## config.mk

```make
export PLATFORM = sky130hd
export DESIGN_NAME = completion_buffer
export DESIGN_NICKNAME = d
export VERILOG_FILES = /design/src/rtl/mem_arb_pkg.sv /design/src/rtl/completion_buffer.sv
export SDC_FILE = /design/constraint.sdc
export NUM_CORES = 1
export LEC_CHECK = 0
export BUFFER_PORTS_ARGS = -buffer_cell sky130_fd_sc_hd__buf_2
export CAP_MARGIN = 20
export CORE_UTILIZATION = 52
export DETAILED_ROUTE_END_ITERATION = 16
export PLACE_DENSITY = 0.8
export SLEW_MARGIN = 20
export SYNTH_ARGS = -nofsm -noshare
export SYNTH_HDL_FRONTEND = slang
export SYNTH_SLANG_ARGS = --single-unit
```

## constraint.sdc

```tcl
create_clock -name CLK -period 3.01 [get_ports CLK]
set_input_delay 0.301 -clock CLK [delete_from_list [all_inputs] [get_ports CLK]]
set_output_delay 0.301 -clock CLK [all_outputs]
set_load 0.1 [all_outputs]
```

## src/rtl/mem_arb_pkg.sv

```systemverilog
package mem_arb_pkg;

  // completion buffer sizing
  localparam int num_cb_entry = 16;
  localparam int cb_idx_w = $clog2(num_cb_entry);

  // generic bus widths
  localparam int addr_w = 32;
  localparam int data_w = 32;
  // one enable per byte lane
  localparam int be_w = data_w / 8;
  // low address bits that select a byte inside a word
  localparam int byte_off_w = $clog2(be_w);

  // data ram depth, in words
  localparam int ram_words = 256;
  localparam int ram_idx_w = $clog2(ram_words);

  // index into the completion buffer
  typedef logic [cb_idx_w-1:0] cb_idx_t;

  // request side of the generic bus
  // pending while ren or wen is high, held steady until busy drops
  typedef struct packed {
    logic [addr_w-1:0] addr;
    logic              ren;
    logic              wen;
    logic [data_w-1:0] wdata;
    logic [be_w-1:0]   byte_en;
  } bus_req_t;

  // response side of the generic bus
  // busy low for exactly one cycle per transaction
  typedef struct packed {
    logic [data_w-1:0] rdata;
    logic              busy;
  } bus_rsp_t;

  // what a port sees while it does not own the bus
  localparam bus_rsp_t rsp_idle = '{rdata: '0, busy: 1'b1};

  // current owner of the shared memory bus
  typedef enum logic [1:0] {
    grant_none,
    grant_scalar,
    grant_vector
  } grant_t;

endpackage

```

## src/rtl/completion_buffer.sv

```systemverilog
module completion_buffer (
  input  logic                 CLK,
  input  logic                 arst_n,
  // allocation in program order
  input  logic                 alloc,
  output mem_arb_pkg::cb_idx_t alloc_index,
  output logic                 cb_full,
  // completion from the memory side
  input  logic                 mem_complete,
  input  mem_arb_pkg::cb_idx_t mem_complete_index,
  // completion of non-memory instructions
  input  logic                 ext_complete,
  input  mem_arb_pkg::cb_idx_t ext_complete_index,
  // oldest live entry
  output mem_arb_pkg::cb_idx_t cb_tail_index
);
  import mem_arb_pkg::*;

  cb_idx_t                 head_q;
  cb_idx_t                 tail_q;
  logic [cb_idx_w:0]       count_q;
  logic [num_cb_entry-1:0] done_q;
  logic                    cb_empty;
  logic                    do_alloc;
  logic                    do_retire;

  // count runs 0..num_cb_entry, one bit wider than an index
  assign cb_full  = (count_q == (cb_idx_w + 1)'(num_cb_entry));
  assign cb_empty = (count_q == '0);

  // alloc while full is dropped
  assign do_alloc = alloc && !cb_full;

  // retire only the tail, and only once it is done
  assign do_retire = !cb_empty && done_q[tail_q];

  // head is the index handed out this cycle
  assign alloc_index   = head_q;
  assign cb_tail_index = tail_q;

  // head pointer, wraps naturally at num_cb_entry
  always_ff @(posedge CLK or negedge arst_n) begin
    if (!arst_n) begin
      head_q <= '0;
    end else if (do_alloc) begin
      head_q <= head_q + cb_idx_t'(1);
    end
  end

  // tail pointer, one step per cycle at most
  always_ff @(posedge CLK or negedge arst_n) begin
    if (!arst_n) begin
      tail_q <= '0;
    end else if (do_retire) begin
      tail_q <= tail_q + cb_idx_t'(1);
    end
  end

  // occupancy
  always_ff @(posedge CLK or negedge arst_n) begin
    if (!arst_n) begin
      count_q <= '0;
    end else begin
      case ({do_alloc, do_retire})
        2'b10:   count_q <= count_q + 1'b1;
        2'b01:   count_q <= count_q - 1'b1;
        default: count_q <= count_q;
      endcase
    end
  end

  // done bits
  // both strobes may land in one cycle on different entries
  always_ff @(posedge CLK or negedge arst_n) begin
    if (!arst_n) begin
      done_q <= '0;
    end else begin
      if (mem_complete) begin
        done_q[mem_complete_index] <= 1'b1;
      end
      if (ext_complete) begin
        done_q[ext_complete_index] <= 1'b1;
      end
      // retiring entry leaves clean for its next allocation
      if (do_retire) begin
        done_q[tail_q] <= 1'b0;
      end
    end
  end

endmodule

```

==> results.json <==
{
  "post-route-period-util": 0.946,
  "yosys_warnings": 0,
  "vias": 1414,
  "wl_per_cell_um": 16.4,
  "cts_buffer_depth": 2,
  "drtPass1Iterations": 4,
  "hold_viol": 0,
  "async_reset_ff_frac": 1.00,
  "synthTopCellsByArea": "dfrtp_1 (41%), ha_1 (6.4%), a21oi_1 (5.4%)",
  "synth_ff_type": "dfrtp_1",
  "fp.dieH_um": 60.3,
  "cts_resized": 0,
  "gp_congestion": 1.02,
  "ctsHtreeMaxLevel": 2,
  "maxCapViolations": 0,
  "worstPathRequired_ns": 3.21,
  "syn_to_final_growth_pct": 12.7,
  "drt-initial-drc-count": 56,
  "syn_area_per_cell_um2": 10.3,
  "crit_fanout": 9,
  "dpl.hpwl_um": 3000,
  "cts_made_buffers": 5,
  "yosysSeqAreaShare": 0.410,
  "cts_sinks": 29,
  "diodes": 0,
  "hold_class": "in -> reg",
  "nNetsFinal": 219,
  "layout_commonest_cell": "dfrtp_1",
  "track_usage": 0.248,
  "drc": 0,
  "cp-end-kind": "flip-flop",
  "cp.arrival_ns": 3.05,
  "setup_tns_ns": 0,
  "reg2reg_from": "cb_tail_index[0]",
  "initial_core_util": 0.566,
  "core_um2": 3130,
  "wl_um": 3950,
  "grt_use_met1": 0.354,
  "reg2reg_depth": 11,
  "top_usage_layer": "met2",
  "portBuffers": 21,
  "avgViaCountPerCell": 5.87,
  "layout-drive-gt1-share": 0.234,
  "synth-edff-count": 0,
  "insertion_delay_ns": 0.33,
  "grt_first_pass_wirelength_um": 6390,
  "yosys.area.top_type": "dfrtp_1",
  "status": "finished clean",
  "fmax_ghz": 0.351,
  "chipWidth_um": 60.3,
  "reg2reg_to": "count_q[4]",
  "tightest_slew_ns": 0.621,
  "grt_start_max_net_pins": 30,
  "grtUsageMet3": 0.0512,
  "die_area_um2": 3640,
  "fillers": 251,
  "grtUsageMet2": 0.364,
  "cts_tree": "done",
  "grt-ovfl-total": 0,
  "ys_seq_elements": 29,
  "ios": 22,
  "antenna_found_initial": 0,
  "ys_types": 43,
  "clkTransAtPathRegs_ns": 0.09,
  "syn_inst": 172,
  "grt_pass1_vias": 1309,
  "synth.top_cell.area_share": 0.410,
  "skew_ns": 0.0142,
  "min_to": "done_q[13]",
  "maxSlewViolCount": 0,
  "num_rows": 20,
  "maxSlewHeadroom": 0.586,
  "ant_nets": 0,
  "startpoint_type": "flip-flop",
  "setup_violations": 0,
  "synth_nets": 195,
  "reg2reg_slack_ns": 0.16,
  "holdPathStages": 3,
  "min_period_ns": 2.85,
  "rsz0062_at_grt": "false",
  "root_buffer": "clkbuf_4",
  "hold_start": "mem_complete_index[0]",
  "synth.cell_area_um2": 1770,
  "final_cell_mix": "dfrtp_1 (26), buf_2 (21), a21oi_1 (18), nor2_1 (17), nor3_1 (14)",
  "crit_type": "reg -> reg"
}
## synth_stat cells, types with 2 or more instances
cell type,count
a21o_1,2
a21oi_1,19
mux2i_1,2
nand2_1,8
o22ai_1,9
buf_6,2
mux4_1,2
clkbuf_1,2
nor3b_1,2
xnor2_1,6
xor2_1,3
nand3_1,4
nor3_1,14
nand2b_1,5
inv_1,5
dfrtp_1,29
mux4_2,3
a31oi_1,2
nand3b_1,4
nor2_1,17
ha_1,9
o21ai_0,2
## cell type report
type                            instances  area (µm²)  area share
Timing Repair Buffer                   22         115      0.0577
Inverter                                6        22.5      0.0113
Multi-Input combinational cell        132        1000       0.504
Sequential cell                        29         734       0.368
Tap cell                               44        55.1      0.0276
Clock buffer                            7        55.1      0.0276
Clock inverter                          1        7.51     0.00376
## state kept, by name, indices dropped and copies added, names as in the netlist
name / flops
done_q: 16
count_q: 5
alloc_index: 4
cb_tail_index: 4
## worst max path at each step
stage / startpoint / to / slack, ns / cells past startpoint
5_1_grt: cb_tail_index[0] / count_q[4] / 0.03 / 11
3_3_place_gp: cb_tail_index[0] / count_q[4] / 0.27 / 11
2_1_floorplan: cb_tail_index[0] / count_q[4] / 0.003 / 12
3_5_place_dp: cb_tail_index[0] / count_q[4] / 0.18 / 11
6_report: cb_tail_index[0] / count_q[4] / 0.16 / 11
4_1_cts: cb_tail_index[0] / count_q[4] / 0.16 / 11
## what timing repair did
item / 4_1_cts / 5_1_grt
hold buffers: 1 / 0
buffers inserted: 0 / 0
hold endpoints to repair: 14 / 0
## cells by family after synthesis
kind of cell,after synthesis,share of synthesized area
and+or+nand+nor,61,0.180
DFF,29,0.410
muxes,11,0.108
xor gates and xnor gates,9,0.0446
adders and majority gates,10,0.0750
AOI/OAI and AO/OA,41,0.149
buffers and inverters,11,0.0325
## critical path, cell delays in order (launching register included)
cell and delay (ns):
dfrtp_4 0.50, mux4_2 0.55, o2111ai_2 0.25, o21a_4 0.19, inv_2 0.05, ha_4 0.18
fa_2 0.37, a21o_1 0.18, a21oi_2 0.12, xor2_1 0.14, nor2_1 0.06, xor2_1 0.13
## routing by layer
| metal | vias up | part of all wire |
|---|---|---|
| met1 | 679 | 0.46 |
| met3 | 11 | 0.053 |
| met2 | 42 | 0.47 |
| met5 | - | 0 |
| met4 | 0 | 0.018 |
| li1 | 682 | - |
## per-stage QoR
| stage | setup WS, ns | instance area [µm²] | utilization | hold WS (ns) | std cells |
|---|---|---|---|---|---|
| floorplan | 0.00347 | 1800 | - | 0.00541 | 172 |
| global placement | 0.265 | 1920 | 0.614 | 0.347 | 232 |
| detailed placement | 0.184 | 1920 | 0.614 | 0.356 | 232 |
| CTS | 0.157 | 1990 | 0.638 | 0.358 | 241 |
| global route | 0.0298 | 1990 | 0.638 | 0.404 | 241 |
| finish | 0.163 | 1990 | 0.638 | 0.361 | 241 |
Power is not shown: default switching activity piles up to over one toggle a cycle in this logic, so the estimate is an artifact.
