`src/rtl/mem_arb_pkg.sv`:
```
package mem_arb_pkg;

  // completion buffer sizing
  localparam int num_cb_entry = 16;
  localparam int cb_idx_w = $clog2(num_cb_entry);

  // generic bus widths
  localparam int addr_w = 32;
  localparam int data_w = 32;
  // one enable per byte lane
  localparam int be_w = data_w / 8;
  // low address bits that select a byte inside a word
  localparam int byte_off_w = $clog2(be_w);

  // data ram depth, in words
  localparam int ram_words = 256;
  localparam int ram_idx_w = $clog2(ram_words);

  // index into the completion buffer
  typedef logic [cb_idx_w-1:0] cb_idx_t;

  // request side of the generic bus
  // pending while ren or wen is high, held steady until busy drops
  typedef struct packed {
    logic [addr_w-1:0] addr;
    logic              ren;
    logic              wen;
    logic [data_w-1:0] wdata;
    logic [be_w-1:0]   byte_en;
  } bus_req_t;

  // response side of the generic bus
  // busy low for exactly one cycle per transaction
  typedef struct packed {
    logic [data_w-1:0] rdata;
    logic              busy;
  } bus_rsp_t;

  // what a port sees while it does not own the bus
  localparam bus_rsp_t rsp_idle = '{rdata: '0, busy: 1'b1};

  // current owner of the shared memory bus
  typedef enum logic [1:0] {
    grant_none,
    grant_scalar,
    grant_vector
  } grant_t;

endpackage

```
`src/rtl/memory_arbiter.sv`:
```
module memory_arbiter (
  input  logic                  CLK,
  input  logic                  arst_n,
  // requesters
  input  mem_arb_pkg::bus_req_t scalar_req,
  input  mem_arb_pkg::bus_req_t vector_req,
  input  mem_arb_pkg::cb_idx_t  scalar_cb_index,
  input  mem_arb_pkg::cb_idx_t  vector_cb_index,
  // oldest live completion buffer entry
  input  mem_arb_pkg::cb_idx_t  cb_tail_index,
  // responses back to the requesters
  output mem_arb_pkg::bus_rsp_t scalar_rsp,
  output mem_arb_pkg::bus_rsp_t vector_rsp,
  // shared memory bus
  output mem_arb_pkg::bus_req_t mem_req,
  input  mem_arb_pkg::bus_rsp_t mem_rsp,
  // end of the granted transaction
  output logic                  mem_complete,
  output mem_arb_pkg::cb_idx_t  mem_complete_index
);
  import mem_arb_pkg::*;

  logic    scalar_pend;
  logic    vector_pend;
  cb_idx_t scalar_dist;
  cb_idx_t vector_dist;
  grant_t  grant_q;
  grant_t  grant_sel;

  assign scalar_pend = scalar_req.ren | scalar_req.wen;
  assign vector_pend = vector_req.ren | vector_req.wen;

  // age = distance from the tail, modulo num_cb_entry
  // zero means the request belongs to the oldest entry
  assign scalar_dist = scalar_cb_index - cb_tail_index;
  assign vector_dist = vector_cb_index - cb_tail_index;

  // owner for this cycle
  always_comb begin
    grant_sel = grant_none;
    if (grant_q != grant_none) begin
      // transaction in flight keeps the bus
      grant_sel = grant_q;
    end else if (scalar_pend && vector_pend) begin
      // older wins, tie goes to vector
      if (scalar_dist < vector_dist) begin
        grant_sel = grant_scalar;
      end else begin
        grant_sel = grant_vector;
      end
    end else if (scalar_pend) begin
      grant_sel = grant_scalar;
    end else if (vector_pend) begin
      grant_sel = grant_vector;
    end
  end

  // grant lock
  // set on the edge that starts the transaction
  // cleared on the edge that closes the busy-low cycle
  always_ff @(posedge CLK or negedge arst_n) begin
    if (!arst_n) begin
      grant_q <= grant_none;
    end else if (grant_q == grant_none) begin
      grant_q <= grant_sel;
    end else if (!mem_rsp.busy) begin
      grant_q <= grant_none;
    end
  end

  // bus steering
  always_comb begin
    mem_req            = '0;
    scalar_rsp         = rsp_idle;
    vector_rsp         = rsp_idle;
    mem_complete_index = '0;
    case (grant_sel)
      grant_scalar: begin
        mem_req            = scalar_req;
        scalar_rsp         = mem_rsp;
        mem_complete_index = scalar_cb_index;
      end
      grant_vector: begin
        mem_req            = vector_req;
        vector_rsp         = mem_rsp;
        mem_complete_index = vector_cb_index;
      end
      default: begin
        // bus idle, ports stay busy
        mem_req = '0;
      end
    endcase
  end

  // one pulse per finished transaction
  assign mem_complete = (grant_sel != grant_none) && !mem_rsp.busy;

endmodule

```
`config.mk`:
```
export PLATFORM = sky130hd
export DESIGN_NAME = memory_arbiter
export DESIGN_NICKNAME = d
export VERILOG_FILES = /design/src/rtl/mem_arb_pkg.sv /design/src/rtl/memory_arbiter.sv
export SDC_FILE = /design/constraint.sdc
export NUM_CORES = 1
export LEC_CHECK = 0
export ABC_AREA = 1
export BUFFER_PORTS_ARGS = -buffer_cell sky130_fd_sc_hd__buf_2
export CORE_AREA = 3 3 126 128
export CTS_CLUSTER_SIZE = 8
export DETAILED_ROUTE_END_ITERATION = 6
export DIE_AREA = 0 0 129 131
export PLACE_DENSITY = 0.54
export SETUP_SLACK_MARGIN = 0.3
export SLEW_MARGIN = 5
export SYNTH_ARGS = -nofsm -noshare
export SYNTH_HDL_FRONTEND = slang
export SYNTH_SLANG_ARGS = --single-unit
```
`constraint.sdc`:
```
create_clock -name CLK -period 4.4 [get_ports CLK]
set_input_delay 0.88 -clock CLK [delete_from_list [all_inputs] [get_ports CLK]]
set_output_delay 0.88 -clock CLK [all_outputs]
set_load 0.01 [all_outputs]
```
==> results of run 1 <==
[cell usage after synthesis]
library cell,instances
nand3_1,2
buf_4,8
dfrtp_1,2
buf_2,7
xor2_1,1
xnor2_1,5
buf_6,16
inv_1,84
ha_1,12
nand2_1,229
clkbuf_1,1
fa_1,2
o21ai_0,2
a21oi_1,77
nor2_1,6
[power by group]
part	leakage [nW]	internal (mW)	switching, mW
registers	0.0240	0.0278	0.00309
logic	3.31	1.97	2.35
clock network	0.0370	0.116	0.0207
total	3.37	2.12	2.37
[cell families after synthesis]
logic type      after synthesis  share of synthesized area [%]
xor+xnor                      6                          2.417
flops                         2                          2.302
simple gates                237                          41.02
compound gates               79                          18.18
fa+ha+maj                    14                          8.746
buf+inv                     116                          27.33
[final cells by class]
cell class | count | area share (%)
flip-flops and latches | 2 | 0.9217
multi-input cells | 336 | 41.11
well taps | 188 | 4.332
inverters | 84 | 6.083
clock buffers | 3 | 1.382
repair buffers | 368 | 46.18
[worst max path at each step]
stage	slack (ps)	startpoint	depth (start not counted)	endpoint
floorplan	490	cb_tail_index[2]	15	mem_complete_index[0]
global placement	120	cb_tail_index[2]	17	mem_req[50]
detailed placement	90	cb_tail_index[2]	17	mem_req[50]
CTS	230	scalar_cb_index[0]	18	mem_req[61]
global route	150	vector_cb_index[0]	19	mem_req[20]
finish	270	vector_cb_index[0]	19	mem_req[20]
[critical path: stages]
cell and delay, ps:
buf_6 100, inv_4 40, ha_4 120, inv_4 40, fa_2 530, inv_2 50, ha_4 240, nand2_1 40
nand2_1 70, nand2_2 70, nand2_4 90, nand2_4 70, inv_2 80, ha_4 210, buf_12 150, clkbuf_16 160
nand2_2 50, a21oi_2 110, buf_2 140
[timing repair]
action,CTS,global route
endpoints found under the setup margin,137,140
resized for setup,26,218
setup buffers,9,2
cloned,4,12
pin swaps,3,77
[per-layer routing]
metal  routed length [um]  GRT usage, %  up-vias  share of wire (%)
li1                     -             -     2039                  -
met1                 5681         15.70     1877                 39
met5                    0             0        -                  0
met3                  916         1.463        8                6.3
met2                 7817         24.39      194                 54
met4                   85         1.359        0               0.59
==> impl_metrics.csv, run 1 <==
group,metric,value,unit
worst_setup_path,critPathCaptureType,"output port",
run_status,status,"completed",
floorplan,die_area,16900,sq um
placed_design,gp_congestion,0.9133,
cells_and_area,nNetsFinal,996,
worst_setup_path,startpoint_type,"primary input",
grt,grt_pass1_wl,17.33,mm
worst_setup_path,rr_endpoint,"grant_q[1]$_DFFE_PN0P_",
timing,relSlewSlack,76.05,%
grt,grt_pass1_vias,3433,
timing,fmax,242.4,MHz
floorplan,row_count,45,
synthesis,ys_seq_elements,2,
drt,finalWirelength,14.50,mm
grt,antenna_found_initial,0,
cts,cts_sinks,2,
timing,worst_pin_slew,355.5,ps
cells_and_area,drive_above_1_share,66.71,%
drt,drt_drc_violations_left,0,
drt,antenna_left,0,
timing,rsz0062_at_grt,"yes",
synthesis,synth.distinct_cells,15,
flow_run,drv_cap,0,
timing,drv_slew,0,
timing,fin_setup_tns,0,ps
floorplan,boundaryPins,328,
cts,hold_buffers,0,
placed_design,place_hpwl,9.634,mm
cells_and_area,diodes,0,
cells_and_area,final_core_util,36.26,%
power_and_ir_drop,cellLeakagePower,3.369,nW
worst_setup_path,crit_required,3520,ps
synthesis,syn_nets,655,
cells_and_area,area_growth,149.7,%
cts,cts_inserted_buffers,3,
timing,finClkSkew,0.2246,ps
cells_and_area,regMostFlops,"grant_q",
floorplan,die_h,131,um
floorplan,core-area,14980,sq um
cells_and_area,largest_reg_flops,2,
timing,setup_slack,274.6,ps
grt,grt_use_total,12.73,%
cells_and_area,multi_input_area,2232,sq um
cells_and_area,top_regs,"grant_q (2)",
synthesis,netlist.area_leader.share,39.53,%
grt,grt_overflow_total,0,
power_and_ir_drop,p_total,4.486,mW
synthesis,yosysWarningCount,0,
worst_setup_path,rrSetupSlack,3040,ps
synthesis,synthesis.area,2175,sq um
timing,finalSetupViolCount,0,
synthesis,synthTopCellsByArea,"nand2_1 40%, a21oi_1 18%, inv_1 14%",
cells_and_area,fillers,1622,
drt,vias_per_cell,4.198,
worst_setup_path,critPathKind,"in -> out",
floorplan,initial_core_util,14.52,%
worst_setup_path,worstPathMaxFanout,5,
placed_design,dpl.cell_count,951,
placed_design,place_ws,88.62,ps
cts,htreeDepth,1,
cells_and_area,final-seq-area,50.05,sq um
min_path,hold_class,"in -> async",
power_and_ir_drop,power_density,826.0,nW/um^2
synthesis,yosysSeqAreaShare,2.301,%
cts,clk_pin_slew,30,ps
synthesis,avgSynthCellArea,4.790,sq um
worst_setup_path,rr_worst_depth,6,
synthesis,synthCells,454,
drt,dr.first_iter.drc_count,252,
cells_and_area,final_area,5430,sq um
cells_and_area,fin_cells,981,
power_and_ir_drop,vdd_drop_max,0.0003983,V
grt,grt_start_max_net_pins,26,
timing,period_minus_slack,4125,ps
drt,first_pass_iters,4,
timing,hold_slack,442.1,ps
cells_and_area,layout_common_cells,"310 x buf_2, 162 x nand2_1, 66 x inv_1",
floorplan,die_w,129,um
worst_setup_path,r2r_start,"grant_q[0]$_DFFE_PN0P_",
drt,vias,4118,
cells_and_area,layout_commonest_cell,"buf_2",
drt,post_drt_wl_per_cell,14.78,um
cts,clock-root-buffer,"clkbuf_16",
timing,hold_violations,0,
placed_design,port_buffers,327,
worst_setup_path,crit_arrival,3250,ps
cts,ctsLongestPathBuffers,2,
cts,cts_tree,"yes",
placed_design,placed_area,3973,sq um
synthesis,synth_top_area_cell,"nand2_1",
cts,clk_latency,220,ps
timing,post-route-period-util,93.76,%
Power figures use the tool's default switching activity.
==> run 2, diff against run 1 <==
CORE_AREA = 3 3 127 129   (was 3 3 126 128)
DIE_AREA = 0 0 130 132   (was 0 0 129 131)
PLACE_DENSITY = 0.53   (was 0.54)
clock period = 5.3 ns   (was 4.4 ns; I/O delays follow)
==> run 2 against run 1 <==
Effect of this change: sequential share of layout area increased by 0.32 points; worst setup slack improved by 360 ps; final cell count decreased by 3.3%; final area decreased by 26%; clock power decreased by 18%; critical path depth decreased by 2; utilization decreased by 9.7 points; clock-buffer cell count unchanged; largest power group unchanged; global-route usage decreased by 1.5 points; die area increased by 1.5%; power decreased by 47%; critical endpoint is now mem_req[33]; non-clock buffer count decreased by 32.
==> impl_metrics.csv, run 2 (synthesis gave the netlist of run 1 again) <==
group,metric,value,unit
grt,antenna_found_initial,0,
power_and_ir_drop,internal_power,0.9943,mW
grt,grt_start_max_net_pins,59,
power_and_ir_drop,power.switching,1.405,mW
timing,period_minus_slack,4666,ps
cells_and_area,final-seq-area,50.05,sq um
placed_design,place_hpwl,9.243,mm
floorplan,die_h,132,um
grt,met3_usage,1.135,%
worst_setup_path,cpMaxStageDelayCell,"fa_1",
cells_and_area,layout_common_cells,"327 x buf_2, 229 x nand2_1, 84 x inv_1",
placed_design,port_buffers,327,
timing,drv_slew,0,
power_and_ir_drop,vdd_drop_max,0.0003312,V
power_and_ir_drop,cellLeakagePower,2.835,nW
cells_and_area,nNetsFinal,964,
timing,fin_setup_tns,0,ps
cts,htreeDepth,1,
worst_setup_path,path_cells,"buf_2 > inv_1 > ha_1 > fa_1 > xnor2_1 > ha_1 > nand2_1 > inv_1 > nand2_1 > nand2_1 > nand2_1 > inv_1 > ha_4 > buf_12 > nand2_1 > a21oi_1 > buf_2",
grt,grt_pass1_wl,15.92,mm
drt,antenna_left,0,
drt,vias,3699,
cells_and_area,final_core_util,26.58,%
cts,cts_tree,"yes",
drt,vias_per_cell,3.898,
worst_setup_path,critPathCaptureType,"output port",
placed_design,gp_congestion,0.8541,
timing,finalSetupViolCount,0,
min_path,hold_class,"reg -> reg",
floorplan,boundaryPins,328,
worst_setup_path,startpoint_type,"primary input",
power_and_ir_drop,combPwrFrac,94.3,%
drt,dr.first_iter.drc_count,232,
drt,drt_drc_violations_left,0,
worst_setup_path,rrSetupSlack,4240,ps
drt,first_pass_iters,4,
floorplan,core-area,15150,sq um
grt,grt_overflow_total,0,
cells_and_area,largest_reg_flops,2,
timing,relSlewSlack,81.65,%
cells_and_area,drive_above_1_share,44.81,%
cells_and_area,multi_input_area,1555,sq um
cells_and_area,regMostFlops,"grant_q",
cells_and_area,area_growth,85.10,%
cts,ctsLongestPathBuffers,2,
cts,clk_latency,220,ps
drt,finalWirelength,11.15,mm
worst_setup_path,critPathKind,"in -> out",
run_status,status,"completed",
min_path,hold_depth,3,
cts,clock-root-buffer,"clkbuf_16",
drt,post_drt_wl_per_cell,11.75,um
power_and_ir_drop,p_sw_share,58.56,%
worst_setup_path,crit_required,4240,ps
grt,met1_usage,13.37,%
worst_setup_path,crit_top_cell,"nand2_1",
floorplan,initial_core_util,14.36,%
timing,rsz0062_at_grt,"no",
timing,worst_pin_slew,275.3,ps
cells_and_area,fillers,1747,
floorplan,die_w,130,um
cells_and_area,layout_commonest_cell,"buf_2",
timing,finClkSkew,2.375,ps
worst_setup_path,worstPathMaxFanout,50,
timing,hold_violations,0,
power_and_ir_drop,power_density,596.1,nW/um^2
grt,grt-busiest-layer,"met2",
power_and_ir_drop,clkPwrFrac,4.6,%
floorplan,die_area,17160,sq um
grt,grt_pass1_vias,3194,
worst_setup_path,max_stage_delay,390,ps
cts,clk_pin_slew,30,ps
worst_setup_path,rr_worst_depth,6,
power_and_ir_drop,pwr-share-seq,1.1,%
cts,cts_inserted_buffers,3,
cells_and_area,top_regs,"grant_q (2)",
flow_run,drv_cap,0,
worst_setup_path,crit_arrival,3610,ps
timing,fmax,214.3,MHz
timing,post-route-period-util,88.05,%
floorplan,row_count,45,
grt,grt_use_total,11.18,%
cells_and_area,diodes,0,
grt,met2_usage,21.81,%
cts,cts_sinks,2,
==> run 2: cell types whose count changed in the layout (fill, tap and decap cells not counted), moves of 18 or more <==
cell	previous run	this run
nand2_4	35	0
a21oi_1	19	77
a21oi_2	56	0
nand2_2	32	0
nand2_1	162	229
inv_1	66	84
==> run 2: metrics by stage <==
step	hold slack (ps)	total power [mW]	setup slack, ps	instances	area, sq um
after floorplan	515.1	1.447	1025	454	2175
after global placement	576.5	2.265	619.7	944	3920
after detailed placement	558.3	2.262	583.0	944	3920
after CTS	561.9	2.382	575.2	947	3995
after global routing	623.3	2.670	311.9	949	4025
final	560.9	2.399	633.6	949	4025
==> run 2: power by group through the flow <==
stage	logic (mW)	clock network [mW]	registers [mW]
2_1_floorplan	1.42	0	0.0252
3_3_place_gp	2.24	0	0.0258
3_5_place_dp	2.24	0	0.0261
4_1_cts	2.24	0.113	0.0260
5_1_grt	2.53	0.114	0.0268
6_report	2.26	0.111	0.0261
==> run 2: repair_timing <==
action,4_1_cts,5_1_grt
setup buffers,0,2
hold buffers,0,0
setup endpoints to repair,0,14
gates resized for setup,0,1
==> run 2: final timing paths <==
kind                                           to                    from
hold / removal             grant_q[1]$_DFFE_PN0P_  grant_q[1]$_DFFE_PN0P_
setup reg to reg           grant_q[1]$_DFFE_PN0P_  grant_q[1]$_DFFE_PN0P_
max in group asynchronous  grant_q[0]$_DFFE_PN0P_                  arst_n
hold reg to reg            grant_q[1]$_DFFE_PN0P_  grant_q[1]$_DFFE_PN0P_
min in group asynchronous  grant_q[1]$_DFFE_PN0P_                  arst_n
setup / recovery                      mem_req[33]      scalar_cb_index[0]
==> run 2: per-layer routing <==
layer | wire length [um] | vias up
li1 | - | 1960
met1 | 4395 | 1568
met2 | 5862 | 165
met3 | 832 | 6
met4 | 59 | 0
met5 | 0 | -
==> run 2: layout make-up <==
class	count	share of cell area (%)
inverter	84	7.833
multi-input combinational	336	38.64
tap	188	5.844
clock buffer	3	1.865
timing repair buffer	336	44.58
sequential	2	1.243
==> run 2: critical path, delay by kind of cell <==
family	cells	cell delay (ps)
buffers and inverters	6	690
adder cells (fa/ha/maj)	4	1050
AND/OR/NAND/NOR	5	400
AO/OA/AOI/OAI	1	220
XOR/XNOR	1	150
